File: src/rtl/mmr_macros.svh
`ifndef MMR_MACROS_SVH
`define MMR_MACROS_SVH

// Host bus
`define MMR_ADDR_W 16
`define MMR_DATA_W 32

// Device map, index is the address device field
`define MMR_DEV_MEM   0
`define MMR_DEV_QSPI  1
`define MMR_DEV_BLINK 2
`define MMR_DEV_COUNT 3

// Read data for an unmapped device
`define MMR_ERR_DATA 32'hDEAD_BEEF

// Scratch RAM words
`define MMR_MEM_DEPTH 256

// aclk cycles per SCK half period
`define QSPI_DIV 2

`define BLINK_RESET_PERIOD 8

`endif

File: src/rtl/mmr_pkg.sv
`include "mmr_macros.svh"

package mmr_pkg;

    // Register offset inside one device
    typedef logic [11:0] mmr_offset_t;

    // Address word split into device and offset
    typedef struct packed {
        logic [3:0]  dev;
        mmr_offset_t offset;
    } mmr_addr_fields_t;

    // Host sends raw, crossbar looks at the fields
    typedef union packed {
        logic [`MMR_ADDR_W-1:0] raw;
        mmr_addr_fields_t       fields;
    } mmr_addr_u;

endpackage

File: src/rtl/qspi_ctrl.sv
`timescale 1ns/1ps

`include "mmr_macros.svh"

module qspi_ctrl
    import mmr_pkg::*;
(
    input  logic                   aclk,
    input  logic                   rst_n,
    input  logic                   sel,
    input  logic                   write,
    input  mmr_offset_t            offset,
    input  logic [`MMR_DATA_W-1:0] wdata,
    output logic [`MMR_DATA_W-1:0] rdata,
    output logic                   sck,
    output logic                   csn,
    input  logic [3:0]             miso,
    output logic [3:0]             mosi
);

    localparam int DIV_W = $clog2(`QSPI_DIV + 1);

    localparam mmr_offset_t OFS_TX     = 12'h000;
    localparam mmr_offset_t OFS_RX     = 12'h001;
    localparam mmr_offset_t OFS_STATUS = 12'h002;

    logic [7:0]       tx_byte;
    logic [7:0]       rx_byte;
    logic             busy;
    logic [DIV_W-1:0] div_cnt;
    logic             nib_cnt;   // 0 for the high nibble
    logic             start;
    logic             half_done;

    assign start     = sel && write && (offset == OFS_TX) && !busy;
    assign half_done = (div_cnt == DIV_W'(`QSPI_DIV - 1));

    assign csn  = !busy;
    assign mosi = !busy ? 4'h0 : (nib_cnt ? tx_byte[3:0] : tx_byte[7:4]);

    always_ff @(posedge aclk) begin
        if (!rst_n) begin
            busy    <= 1'b0;
            sck     <= 1'b0;
            div_cnt <= '0;
            nib_cnt <= 1'b0;
            tx_byte <= 8'h00;
            rx_byte <= 8'h00;
        end else if (start) begin
            busy    <= 1'b1;
            sck     <= 1'b0;
            div_cnt <= '0;
            nib_cnt <= 1'b0;
            tx_byte <= wdata[7:0];
        end else if (busy) begin
            if (half_done) begin
                div_cnt <= '0;
                sck     <= !sck;
                if (!sck) begin
                    rx_byte <= {rx_byte[3:0], miso};   // Rising edge
                end else if (nib_cnt) begin
                    busy    <= 1'b0;   // Last falling edge ends the transfer
                    nib_cnt <= 1'b0;
                end else begin
                    nib_cnt <= 1'b1;
                end
            end else begin
                div_cnt <= div_cnt + 1'b1;
            end
        end
    end

    // Register readback
    always_ff @(posedge aclk) begin
        if (sel) begin
            case (offset)
                OFS_TX:     rdata <= {24'h0, tx_byte};
                OFS_RX:     rdata <= {24'h0, rx_byte};
                OFS_STATUS: rdata <= {31'h0, busy};
                default:    rdata <= '0;
            endcase
        end
    end

endmodule

File: config.mk
export PLATFORM = sky130hd
export DESIGN_NAME = qspi_ctrl
export DESIGN_NICKNAME = d
export VERILOG_FILES = /design/src/rtl/mmr_pkg.sv /design/src/rtl/qspi_ctrl.sv
export VERILOG_INCLUDE_DIRS = /design/src /design/src/rtl
export SDC_FILE = /design/constraint.sdc
export NUM_CORES = 1
export LEC_CHECK = 0
export BUFFER_PORTS_ARGS = -buffer_cell sky130_fd_sc_hd__buf_4
export CORE_ASPECT_RATIO = 0.6
export CORE_MARGIN = 5
export CORE_UTILIZATION = 35
export DETAILED_ROUTE_END_ITERATION = 10
export PLACE_DENSITY = 0.65
export SYNTH_ARGS = -nofsm -noshare
export SYNTH_HDL_FRONTEND = slang
export SYNTH_SLANG_ARGS = --single-unit
File: constraint.sdc
create_clock -name aclk -period 1.8 [get_ports aclk]
set_clock_uncertainty 0.1 [all_clocks]
set_input_delay 0.36 -clock aclk [delete_from_list [all_inputs] [get_ports aclk]]
set_output_delay 0.36 -clock aclk [all_outputs]
set_load 0.1 [all_outputs]
# After elaboration in Yosys (flattened, before gate mapping)

Cells that the tools add are included.

Register bits after elaboration: 53
Bits in latches: 0
Memory bits (writable): 0
ROM bits: 0
Memories kept: 0

Add/sub/neg operators: 1
Multipliers: 0
Divide/modulo/power cells: 0
Order comparisons: 0
Eq/ne operators: 3
Shift operators: 0
Multiplexer cells: 9
Bitwise operators: 3
Reductions and logical operators: 10

Operators by type and width:

| cell                  | number |
|---|---|
| $pmux W8 S3           | 1 |
| $eq A12 B1 Y1 const B | 1 |
| $eq A12 B2 Y1 const B | 1 |
| $logic_not A12 Y1     | 1 |
| $mux W4               | 2 |
| $mux W1               | 5 |
| $reduce_and A4 Y1     | 1 |
| $logic_and A1 B1 Y1   | 3 |
| $not A1 Y1            | 3 |
| $reduce_and A3 Y1     | 1 |
| $add A2 B1 Y2 const B | 1 |
| $eq A2 B1 Y1 const B  | 1 |
| $logic_not A1 Y1      | 2 |
| $mux W2               | 1 |
| $reduce_and A2 Y1     | 1 |
| $reduce_or A2 Y1      | 1 |

# Longest topological paths before layout

Gate-level depths: netlist of the first run.

Depth after elaboration: 5
Depth in mapped cells: 6
Depth with buffers taken out: 3

# Worst setup path before layout of the first run

OpenSTA, ideal clock, no wires.

Path type: register -> output
Start point: register busy
End point: output port mosi[0]
Arrival time: 2306 ps
Data required time: 1340 ps
Path slack: -966 ps
Cell stages (with the launch flop): 4
Path buffers: 1
Path through: dfxtp_1 > buf_2 > inv_1 > nor2_1

Word-level cells in the longest chain between the ends: 1

RTL lines:

| what                     | line            | text |
|---|---|---|
| start: declaration       | qspi_ctrl.sv:29 | `logic busy;` |
| start signal: assignment | qspi_ctrl.sv:43 | `busy <= 1'b0;` |
| start signal: assignment | qspi_ctrl.sv:50 | `busy <= 1'b1;` |
| start signal: assignment | qspi_ctrl.sv:62 | `busy <= 1'b0;` |
| $mux W4                  | qspi_ctrl.sv:39 | `assign mosi = !busy ? 4'h0 : (nib_cnt ? tx_byte[3:0] : tx_byte[7:4]);` |
| end: declaration         | qspi_ctrl.sv:18 | `output logic [3:0] mosi` |

Every way passes these cells.

# Worst setup path in the final report of the first run

Start point: register nib_cnt
End point: output port mosi[0]

Word-level cells in the longest chain between the ends: 2

RTL lines:

| what                     | line            | text |
|---|---|---|
| start: declaration       | qspi_ctrl.sv:31 | `logic nib_cnt;` |
| start signal: assignment | qspi_ctrl.sv:46 | `nib_cnt <= 1'b0;` |
| start signal: assignment | qspi_ctrl.sv:53 | `nib_cnt <= 1'b0;` |
| start signal: assignment | qspi_ctrl.sv:63 | `nib_cnt <= 1'b0;` |
| $mux W4 (2 in series)    | qspi_ctrl.sv:39 |  |

Every way passes these cells.

==> results.md, run 1 <==
* Int Pwr at roughly 1000 uW
* Vias at 1089
* Synth Register Bits at 29
* Period utilisation layout at 0.9708
* Post-route cell area at roughly 2000 um^2
* Hold buffer count at cts at 0
* Max FO, Critical Path at 6
* Leading cell type in the layout, fill and taps excluded: buf_4
* DP HPWL at roughly 2500 um
* WL per Instance at 12.94 um
* DP Worst Slack at between 0.1 and 0.15 ns
* DRT antenna net count at 0
* Crit path to: mosi[0]
* Post-Layout Cell Count at roughly 250
* I/O Pins at 90
* Worst VDD drop at ~430 uV
* Final WS setup at approximately 0.053 ns
* Cts bufs inserted at 5
* N_diodes at 0
* Max clock buf depth at 2
* Distinct cells, synth at 30
* Nets at about 250
* Commonest non-fill, non-tap cells in the layout: buf_4, mux2i_1, conb_1
* Largest net degree at the start of global routing at 26
* Clk slew on worst S/H paths at 0.06 ns
* Sum Neg Setup Slack at 0 ns
* PwrDens at between 800 and 900 nW/um^2
* Reg2reg path depth at 5
* Worst EP arrival at approximately 1.3 ns
* Fin Hold WS at 0.2351 ns
* Final hold violation count at 0
* Initial antenna violation count at 0
* Drt total wl at about 3300 um
* Switching Share at 0.3409
* Setup CP Type: register to primary output
* Filler cells at 424
* # Max-Cap Violations at 0
* Pre-Repair DR Iteration Count at 4
* Reg2Reg Capture Point: tx_byte[6]
* Avg Inst Size Synth at slightly above 10 um^2
* Register-to-register setup slack at approximately 0.4 ns
* Leak Pwr at between 0.0007 and 0.0008 uW
* Synth Warn # at 0
* Post-synthesis cell area at approximately 1600 um^2
* Layout cells sized above 1 at 0.3299
* Final Max Tran Viols at 0
* H-tree Lvls at 2
* Crit path from: nib_cnt
* Skew-Pair Late Insertion Delay at 0.28 ns
* Unrepaired setup endpoints after global routing: true
* Vias in the first global route at approximately 1000
* Post-route DRC at 0
* CP required at 1.34 ns
* CTS tree: yes
* Starting Density at 0.3704
* Hold Crit Class: input port to register
* Worst setup SP type: register
* Core Region at around 4200 um^2
* Final setup viols at 0
* Seq/Total Area, Yosys at 0.4258
* Switching power at about 540 uW
* Final min period at 1.747 ns
* Area grow syn2layout at 25.89%
* FMAX at roughly 570 MHz
* Die X at 95.96 um
* # rows at 18
* Status: finished clean
* Flop pwr share at 0.427
* Cells after Synth at between 150 and 200
* Comb pwr share at 0.226
* Die area at between 5000 and 6000 um^2
* Worst r2r src: busy
* GRT overflow at 0
* Vias per cell at about 4.3
* Clock power share at 0.346
* Iteration-0 DRC Markers at 11
* Crit end category: primary output
* Die height at just over 60 um
* DP Area at approximately 1800 um^2
* Global-route wire length before repair at between 4000 and 5000 um
* CTS sink cnt at 29
* Root buffer cell: clkbuf_8
* GPL Wtd Cong at approximately 0.80
* I/O Buffers at between 40 and 50
* Overall Global Routing Usage at 0.1141
* Placed Instances at 246
-- critical path: stages (launching register included) --
cell     delay, ns
dfxtp_4       0.42
mux2i_2       0.28
nor2_4        0.06
buf_4         0.24
-- layout make-up --
type / instances / area (um^2) / area share
clock buffers: 8 / 90.09 / 0.04612
multi-input cells: 110 / 768.2 / 0.3933
well taps: 60 / 75.07 / 0.03844
repair buffers: 44 / 342.8 / 0.1755
flip-flops and latches: 29 / 665.6 / 0.3408
inverters: 3 / 11.26 / 0.005766
-- Yosys cell counts --
master     count  area (um^2)
a41oi_1        1        8.760
mux2i_1       28        280.3
o21a_1         1        7.510
dfxtp_1       21        420.4
conb_1         1        3.750
clkbuf_1       3        11.26
and4bb_1       1        12.51
and3b_1        1        8.760
buf_2          1        5.000
buf_6          1        11.26
buf_12         1        20.02
xor2_1         2        17.52
o22ai_1        1        6.260
nor4_2         1        12.51
nor4b_1        1        8.760
edfxtp_1       8        240.2
nor2_1        13        48.80
nand4b_1       2        17.52
nor2b_1        6        37.54
nor4_4         1        21.27
nor3_1         3        15.01
and4_1         1        8.760
a2111oi_2      1        15.01
nand3b_1       1        7.510
nor4bb_1       1        10.01
buf_4         26        195.2
inv_1          3        11.26
nand2_1       18        67.56
xnor2_1        1        8.760
nor3b_2        1        12.51
-- power groups by stage --
stage	clock network [uW]	logic [uW]	registers [uW]
6_report	547	358	675
5_1_grt	601	369	675
4_1_cts	566	357	677
3_5_place_dp	0	357	691
3_3_place_gp	0	357	691
2_1_floorplan	0	284	738
-- kinds of logic (layout without fill, tap and decap cells) --
| family | Yosys count | after routing | synth area share |
|---|---|---|---|
| xor gates and xnor gates | 3 | 3 | 0.01694 |
| buffers and inverters | 35 | 55 | 0.1637 |
| and+or+nand+nor | 51 | 51 | 0.1863 |
| DFF | 29 | 29 | 0.4258 |
| other | 1 | 24 | 0.002417 |
| muxes | 28 | 28 | 0.1806 |
| AOI/OAI and AO/OA | 4 | 4 | 0.02420 |
-- routing by layer --
| layer | routed length, um | part of all wire | vias up | track usage |
|---|---|---|---|---|
| met4 | 29 | 0.0088 | 0 | 0.04858 |
| met5 | 0 | 0 | - | 0 |
| li1 | - | - | 547 | - |
| met3 | 321 | 0.098 | 4 | 0.06227 |
| met2 | 1419 | 0.43 | 41 | 0.1601 |
| met1 | 1516 | 0.46 | 497 | 0.1452 |
-- sequential cells by signal (all words and copies together), names as in the netlist --
signal	cells
nib_cnt	1
rdata	8
tx_byte	8
sck	1
busy	1
rx_byte	8
div_cnt	2
-- metrics by stage --
step / util / total power (uW)
floorplan: - / 1022
global placement: 0.4403 / 1047
detailed placement: 0.4403 / 1048
CTS: 0.4621 / 1600
global route: 0.4662 / 1645
finish: 0.4662 / 1580
-- repair_timing --
action | CTS | global route
setup buffers | 0 | 0
resized for setup | 1 | 5
setup endpoints to repair | 4 | 5
pin swaps | 0 | 0
-- worst min-delay path by stage --
stage,start,to,slack (ns),cells past startpoint
after floorplan,tx_byte[4],tx_byte[4],0.35,2
after global placement,tx_byte[5],tx_byte[5],0.36,2
after detailed placement,tx_byte[5],tx_byte[5],0.37,2
after CTS,wdata[2],tx_byte[2],0.23,3
after global routing,wdata[7],tx_byte[7],0.24,3
final,wdata[4],tx_byte[4],0.24,3
Power figures use the tool's default switching activity.
==> run 2: changes to the inputs <==
- CELL_PAD_IN_SITES_DETAIL_PLACEMENT: default -> 1
- CELL_PAD_IN_SITES_GLOBAL_PLACEMENT: default -> 1
- CORE_UTILIZATION: 35 -> 31
- PLACE_DENSITY: 0.65 -> 0.78
==> results.md, run 2 (synthesis results as in run 1) <==
* Status: finished clean (unchanged)
* Post-Layout Cell Count at 257 (was 254)
* Final Max Tran Viols at 0 (unchanged)
* Pre-Repair DR Iteration Count at 4 (unchanged)
* FMAX at 559.7 MHz (was 572.2 MHz)
* Setup CP Type: register to primary output (unchanged)
* Switching Share at 0.3580 (was 0.3409)
* Clk slew on worst S/H paths at 0.07 ns (was 0.06 ns)
* Clock power share at 0.334 (was 0.346)
* Initial antenna violation count at 0 (unchanged)
* CTS sink cnt at 29 (unchanged)
* Drt total wl at 3664 um (was 3287 um)
* GRT overflow at 0 (unchanged)
* Largest regs: rdata: 8 flops, rx_byte: 8 flops, tx_byte: 8 flops (unchanged)
* Largest net degree at the start of global routing at 26 (unchanged)
* Hold Crit Class: input port to register (unchanged)
* Final hold violation count at 0 (unchanged)
* Post-CTS setup buffers at 0 (unchanged)
* Starting Density at 0.3296 (was 0.3704)
* Max FO, Critical Path at 6 (unchanged)
* Commonest non-fill, non-tap cells in the layout: buf_4, mux2i_1, conb_1 (unchanged)
* Worst setup SP type: register (unchanged)
* Worst EP arrival at 1.33 ns (was 1.29 ns)
* Comb pwr share at 0.231 (was 0.226)
* Leading cell type in the layout, fill and taps excluded: buf_4 (unchanged)
* Leak Pwr at 0.0007571 uW (was 0.0007577 uW)
* CP required at 1.34 ns (about the same)
* Iteration-0 DRC Markers at 38 (was 11)
* # rows at 19 (was 18)
* Unrepaired setup endpoints after global routing: true (unchanged)
* Final min period at 1.787 ns (was 1.747 ns)
* GPL Wtd Cong at 0.7019 (was 0.8010)
* Fin util at 0.4141 (was 0.4662)
* Overall Global Routing Usage at 0.1121 (was 0.1141)
* Worst VDD drop at 347.8 uV (was 430.8 uV)
* H-tree Lvls at 2 (unchanged)
* WL per Instance at 14.26 um (was 12.94 um)
* Root buffer cell: clkbuf_8 (unchanged)
* Cts bufs inserted at 5 (unchanged)
* DRT antenna net count at 0 (unchanged)
* Post-route DRC at 0 (unchanged)
* I/O Buffers at 41 (unchanged)
* Nets at 245 (unchanged)
* DP HPWL at 2879 um (was 2514 um)
* Global-route wire length before repair at 5637 um (was 4823 um)
* Crit end category: primary output (unchanged)
* Switching power at 556.1 uW (was 538.6 uW)
* Vias per cell at 4.358 (was 4.287)
* Core Region at 4707 um^2 (was 4189 um^2)
* Die X at 101.3 um (was 95.96 um)
* Layout cells sized above 1 at 0.3351 (was 0.3299)
* Flop pwr share at 0.435 (was 0.427)
* Int Pwr at 997.3 uW (was 1041 uW)
* I/O Pins at 90 (unchanged)
* Die area at 6566 um^2 (was 5908 um^2)
* Max clock buf depth at 2 (unchanged)
* Vias at 1120 (was 1089)
* Vias in the first global route at 1173 (was 1024)
* Die height at 64.80 um (was 61.57 um)
* Area grow syn2layout at 25.65% (was 25.89%)
* Final setup viols at 0 (unchanged)
* Skew-Pair Late Insertion Delay at 0.29 ns (was 0.28 ns)
* PwrDens at 796.9 nW/um^2 (was 808.9 nW/um^2)
* CTS tree: yes (unchanged)
* # Max-Cap Violations at 0 (unchanged)
* N_diodes at 0 (unchanged)
* Placed Instances at 249 (was 246)
* Period utilisation layout at 0.9925 (was 0.9708)
==> run 2: critical path, cell delays in order (launching register included) <==
cell and delay (ns):
dfxtp_1 0.32, inv_1 0.34, buf_4 0.38
==> run 2: power by group through the flow <==
stage                     registers [uW]  clock network, uW  logic, uW
final                                675                519        359
after CTS                            677                535        359
after global placement               691                  0        357
after global routing                 675                567        371
after detailed placement             691                  0        359
after floorplan                      738                  0        284
==> run 2: per-stage QoR <==
stage | setup WS (ns) | setup TNS (ns) | power, uW | cell area, um^2 | hold slack, ns
global placement | 0.1611 | 0 | 1048 | 1848 | 0.3723
global route | -0.03248 | -0.04017 | 1613 | 1949 | 0.2355
finish | 0.01341 | 0 | 1553 | 1949 | 0.2243
detailed placement | 0.1112 | 0 | 1050 | 1848 | 0.3751
floorplan | -0.2990 | -1.196 | 1022 | 1669 | 0.3464
CTS | 0.002190 | 0 | 1571 | 1932 | 0.2220
==> run 2: worst paths after layout <==
| path | depth (start not counted) | slack [ns] | from | end |
|---|---|---|---|---|
| max reg2reg | 5 | 0.30 | busy | tx_byte[1] |
| min reg2reg | 2 | 0.40 | tx_byte[7] | tx_byte[7] |
| max | 2 | 0.01 | busy | csn |
| min | 3 | 0.22 | wdata[4] | tx_byte[4] |
==> run 2: layout make-up <==
type                    instances  area (um^2)
repair buffers                 44        342.8
inverters                       3        11.26
flip-flops and latches         29        665.6
multi-input cells             110        768.2
clock buffers                   6        72.57
well taps                      63        78.83
fillers                       544         2758
clock inverters                 2        10.01
==> run 2: routing by layer <==
metal,GRT usage,vias to the layer above,part of all wire
li1,-,550,-
met1,0.1491,528,0.47
met2,0.1669,38,0.45
met3,0.04180,4,0.063
met4,0.03980,0,0.012
met5,0,-,0
==> run 2: repair_timing <==
| action | in CTS | in global routing |
|---|---|---|
| hold buffers | 0 | 0 |
| resized for setup | 1 | 5 |
| setup endpoints to repair | 4 | 5 |
==> run 3: changes to the inputs <==
- ABC_AREA: default -> 1
- CORE_UTILIZATION: 31 -> 30
- PLACE_DENSITY: 0.78 -> 0.79
- SLEW_MARGIN: default -> 15
==> results.md, run 3 <==
* Commonest cells in the netlist: nand2_1, nor2_1, inv_1 (was mux2i_1, buf_4, dfxtp_1)
* Overall Global Routing Usage at 0.1203 (was 0.1121)
* CP delay by family, top: flip-flops (was buffers and inverters)
* Status: finished clean (unchanged)
* Synth Warn # at 0 (unchanged)
* CTS sink cnt at 29 (unchanged)
* Vias in the first global route at 1350 (was 1173)
* Nets at 308 (was 245)
* Avg Inst Size Synth at 7.633 um^2 (was 10.27 um^2)
* Reg2Reg Capture Point: nib_cnt (was tx_byte[1])
* Ranking of synthesized cells by area: dfxtp_1, edfxtp_1, buf_4, nand2_1, nor2_1 (was dfxtp_1, mux2i_1, edfxtp_1, buf_4, nand2_1)
* Commonest non-fill, non-tap cells in the layout: buf_4, nand2_1, nor2_1 (was buf_4, mux2i_1, conb_1)
* Met2 wire length at 1969 um (was 1655 um)
* Area grow syn2layout at 28.86% (was 25.65%)
* Critical path buffer and inverter count at 1 (was 2)
* DRT antenna net count at 0 (unchanged)
* Slowest stage delay, CP at 0.42 ns (was 0.38 ns)
* Final setup viols at 0 (unchanged)
* Worst EP arrival at 1.28 ns (was 1.33 ns)
* Synth top area share at 0.2635 (was 0.2710)
* Distinct cells, synth at 26 (was 30)
* Drt total wl at 4157 um (was 3664 um)
* WL per Instance at 12.87 um (was 14.26 um)
* Met1 wire length at 1950 um (was 1734 um)
* Hold buffer count at cts at 0 (unchanged)
* Skew-Pair Late Insertion Delay at 0.28 ns (was 0.29 ns)
* H-tree Lvls at 2 (unchanged)
* Setup CP Type: register to primary output (unchanged)
* Starting Density at 0.3125 (was 0.3296)
* Crit path to: mosi[1] (was csn)
* Asr flop ratio synth at 0 (unchanged)
* Synth Register Bits at 29 (unchanged)
* Crit path from: busy (unchanged)
* Crit end category: primary output (unchanged)
* Cells after Synth at 209 (was 151)
* Ys flop type: dfxtp_1 (unchanged)
* Levels on crit path at 3 (was 2)
* Seq/Total Area, Yosys at 0.4141 (was 0.4258)
* Core Region at 5105 um^2 (was 4707 um^2)
* FMAX at 576.1 MHz (was 559.7 MHz)
* Register-to-register setup slack at 0.33 ns (was 0.30 ns)
* Die height at 66.49 um (was 64.80 um)
* Clk slew on worst S/H paths at 0.07 ns (about the same)
* CP required at 1.34 ns (about the same)
* Post-route DRC at 0 (unchanged)
* # Max-Cap Violations at 0 (unchanged)
* Worst setup SP type: register (unchanged)
* Post-synth EDFFs at 8 (unchanged)
* Cts bufs inserted at 5 (unchanged)
* DP Area at 1943 um^2 (was 1848 um^2)
* Uppermost layer routed: met4 (unchanged)
* Unrepaired setup endpoints after global routing: false (was true)
* Worst VDD drop at 373.5 uV (was 347.8 uV)
* Worst r2r src: busy (unchanged)
* Die X at 104.1 um (was 101.3 um)
* CTS tree: yes (unchanged)
* Period utilisation layout at 0.9643 (was 0.9925)
* Max FO, Critical Path at 5 (was 6)
* Largest net degree at the start of global routing at 19 (was 26)
* Fin util at 0.4027 (was 0.4141)
* Crit path cell chain: o21ai_0 > a21oi_4 > buf_8 (was inv_1 > buf_4)
* Global-route wire length before repair at 6527 um (was 5637 um)
* Leading cell type in the layout, fill and taps excluded: buf_4 (unchanged)
* # rows at 20 (was 19)
* Layout cells sized above 1 at 0.2763 (was 0.3351)
* Max clock buf depth at 2 (unchanged)
* Leak Pwr at 0.0009838 uW (was 0.0007571 uW)
* Post-route cell area at 2056 um^2 (was 1949 um^2)
* Final hold violation count at 0 (unchanged)
* Largest regs: rdata: 8 flops, rx_byte: 8 flops, tx_byte: 8 flops (unchanged)
* DP HPWL at 3341 um (was 2879 um)
* Post-synthesis cell area at 1595 um^2 (was 1551 um^2)
* DP Worst Slack at 0.09983 ns (was 0.1112 ns)
* Post-CTS setup buffers at 0 (unchanged)
* Reg2reg path depth at 7 (was 5)
* Sum Neg Setup Slack at 0 ns (unchanged)
* Largest area contributor in the netlist: dfxtp_1 (unchanged)
* Vias per cell at 4.257 (was 4.358)
* I/O Pins at 90 (unchanged)
* Most frequent cell after synthesis: nand2_1 (was mux2i_1)
* Final WS setup at 0.06433 ns (was 0.01341 ns)
* GRT overflow at 0 (unchanged)
* Iteration-0 DRC Markers at 63 (was 38)
* Die area at 6924 um^2 (was 6566 um^2)
* Initial antenna violation count at 0 (unchanged)
* GPL Wtd Cong at 0.7643 (was 0.7019)
* Vias at 1375 (was 1120)
* Hold Crit Class: input port to register (unchanged)
* Pre-Repair DR Iteration Count at 4 (unchanged)
* Final min period at 1.736 ns (was 1.787 ns)
* Routed length on met3 at 205 um (was 229 um)
* PwrDens at 777.4 nW/um^2 (was 796.9 nW/um^2)
* Root buffer cell: clkbuf_8 (unchanged)
* I/O Buffers at 41 (unchanged)
* Final Max Tran Viols at 0 (unchanged)
* N_diodes at 0 (unchanged)
* Slowest cell on the critical path: dfxtp_1 (was buf_4)
[run 3: changes by cell type after synthesis, sizes merged, moves of 2 or more]
cell / change
nor2: +23
nor3: -2
a21oi: +6
o21ai: +20
nand3: +6
nor4: -2
nand4b: -2
inv: +29
mux2i: -28
nor2b: -6
nand2: +19
nand4: +9
[run 3: metal layers]
metal,vias up,GRT usage
li1,700,-
met1,643,0.1581
met2,27,0.1881
met3,5,0.04453
met4,0,0.02908
met5,-,0
[run 3: layout make-up]
type | count | area, um^2
Fill cell | 658 | 3049
Multi-Input combinational cell | 141 | 724.4
Sequential cell | 29 | 664.4
Timing Repair Buffer | 47 | 371.6
Inverter | 32 | 122.6
Clock buffer | 8 | 90.09
Tap cell | 66 | 82.58
[run 3: worst reg2reg max path, delay by kind of cell (launching register included)]
kind / cells / cell delay (ns)
and+or+nand+nor: 5 / 0.65
DFF: 1 / 0.36
buffers and inverters: 2 / 0.25
[run 3: worst min-delay path by stage]
stage / from / end / cells past startpoint
finish: miso[1] / rx_byte[1] / 3
global route: miso[1] / rx_byte[1] / 3
floorplan: div_cnt[1] / div_cnt[1] / 2
detailed placement: div_cnt[0] / div_cnt[0] / 2
global placement: div_cnt[1] / div_cnt[1] / 2
CTS: miso[1] / rx_byte[1] / 3
[run 3: metrics by stage]
step	hold WS [ns]	power, uW	cells
2_1_floorplan	0.3463	1031	232
3_3_place_gp	0.3574	1055	315
3_5_place_dp	0.3770	1057	315
4_1_cts	0.1949	1618	323
5_1_grt	0.2085	1668	323
6_report	0.1999	1598	323
[run 3: where the power goes]
group | switching [uW] | internal, uW | total, uW | leakage [uW]
sequential | 2.00 | 674 | 676 | 0.000252
clock | 245 | 311 | 557 | 0.0000455
combinational | 310 | 56.0 | 366 | 0.000686
[run 3: logic make-up (layout without fill, tap and decap cells)]
group,after synthesis,in the layout,share of synthesized area
AND/OR/NAND/NOR,89,89,0.2776
buffers and inverters,62,87,0.2141
flip-flops,29,29,0.4141
AO/OA/AOI/OAI,27,27,0.08628
other,1,24,0.002351
XOR/XNOR,1,1,0.005491
[run 3: repair_timing]
| item | in CTS | in global routing |
|---|---|---|
| endpoints found under the setup margin | 4 | 4 |
| resized for setup | 6 | 1 |
| pin swaps | 0 | 0 |
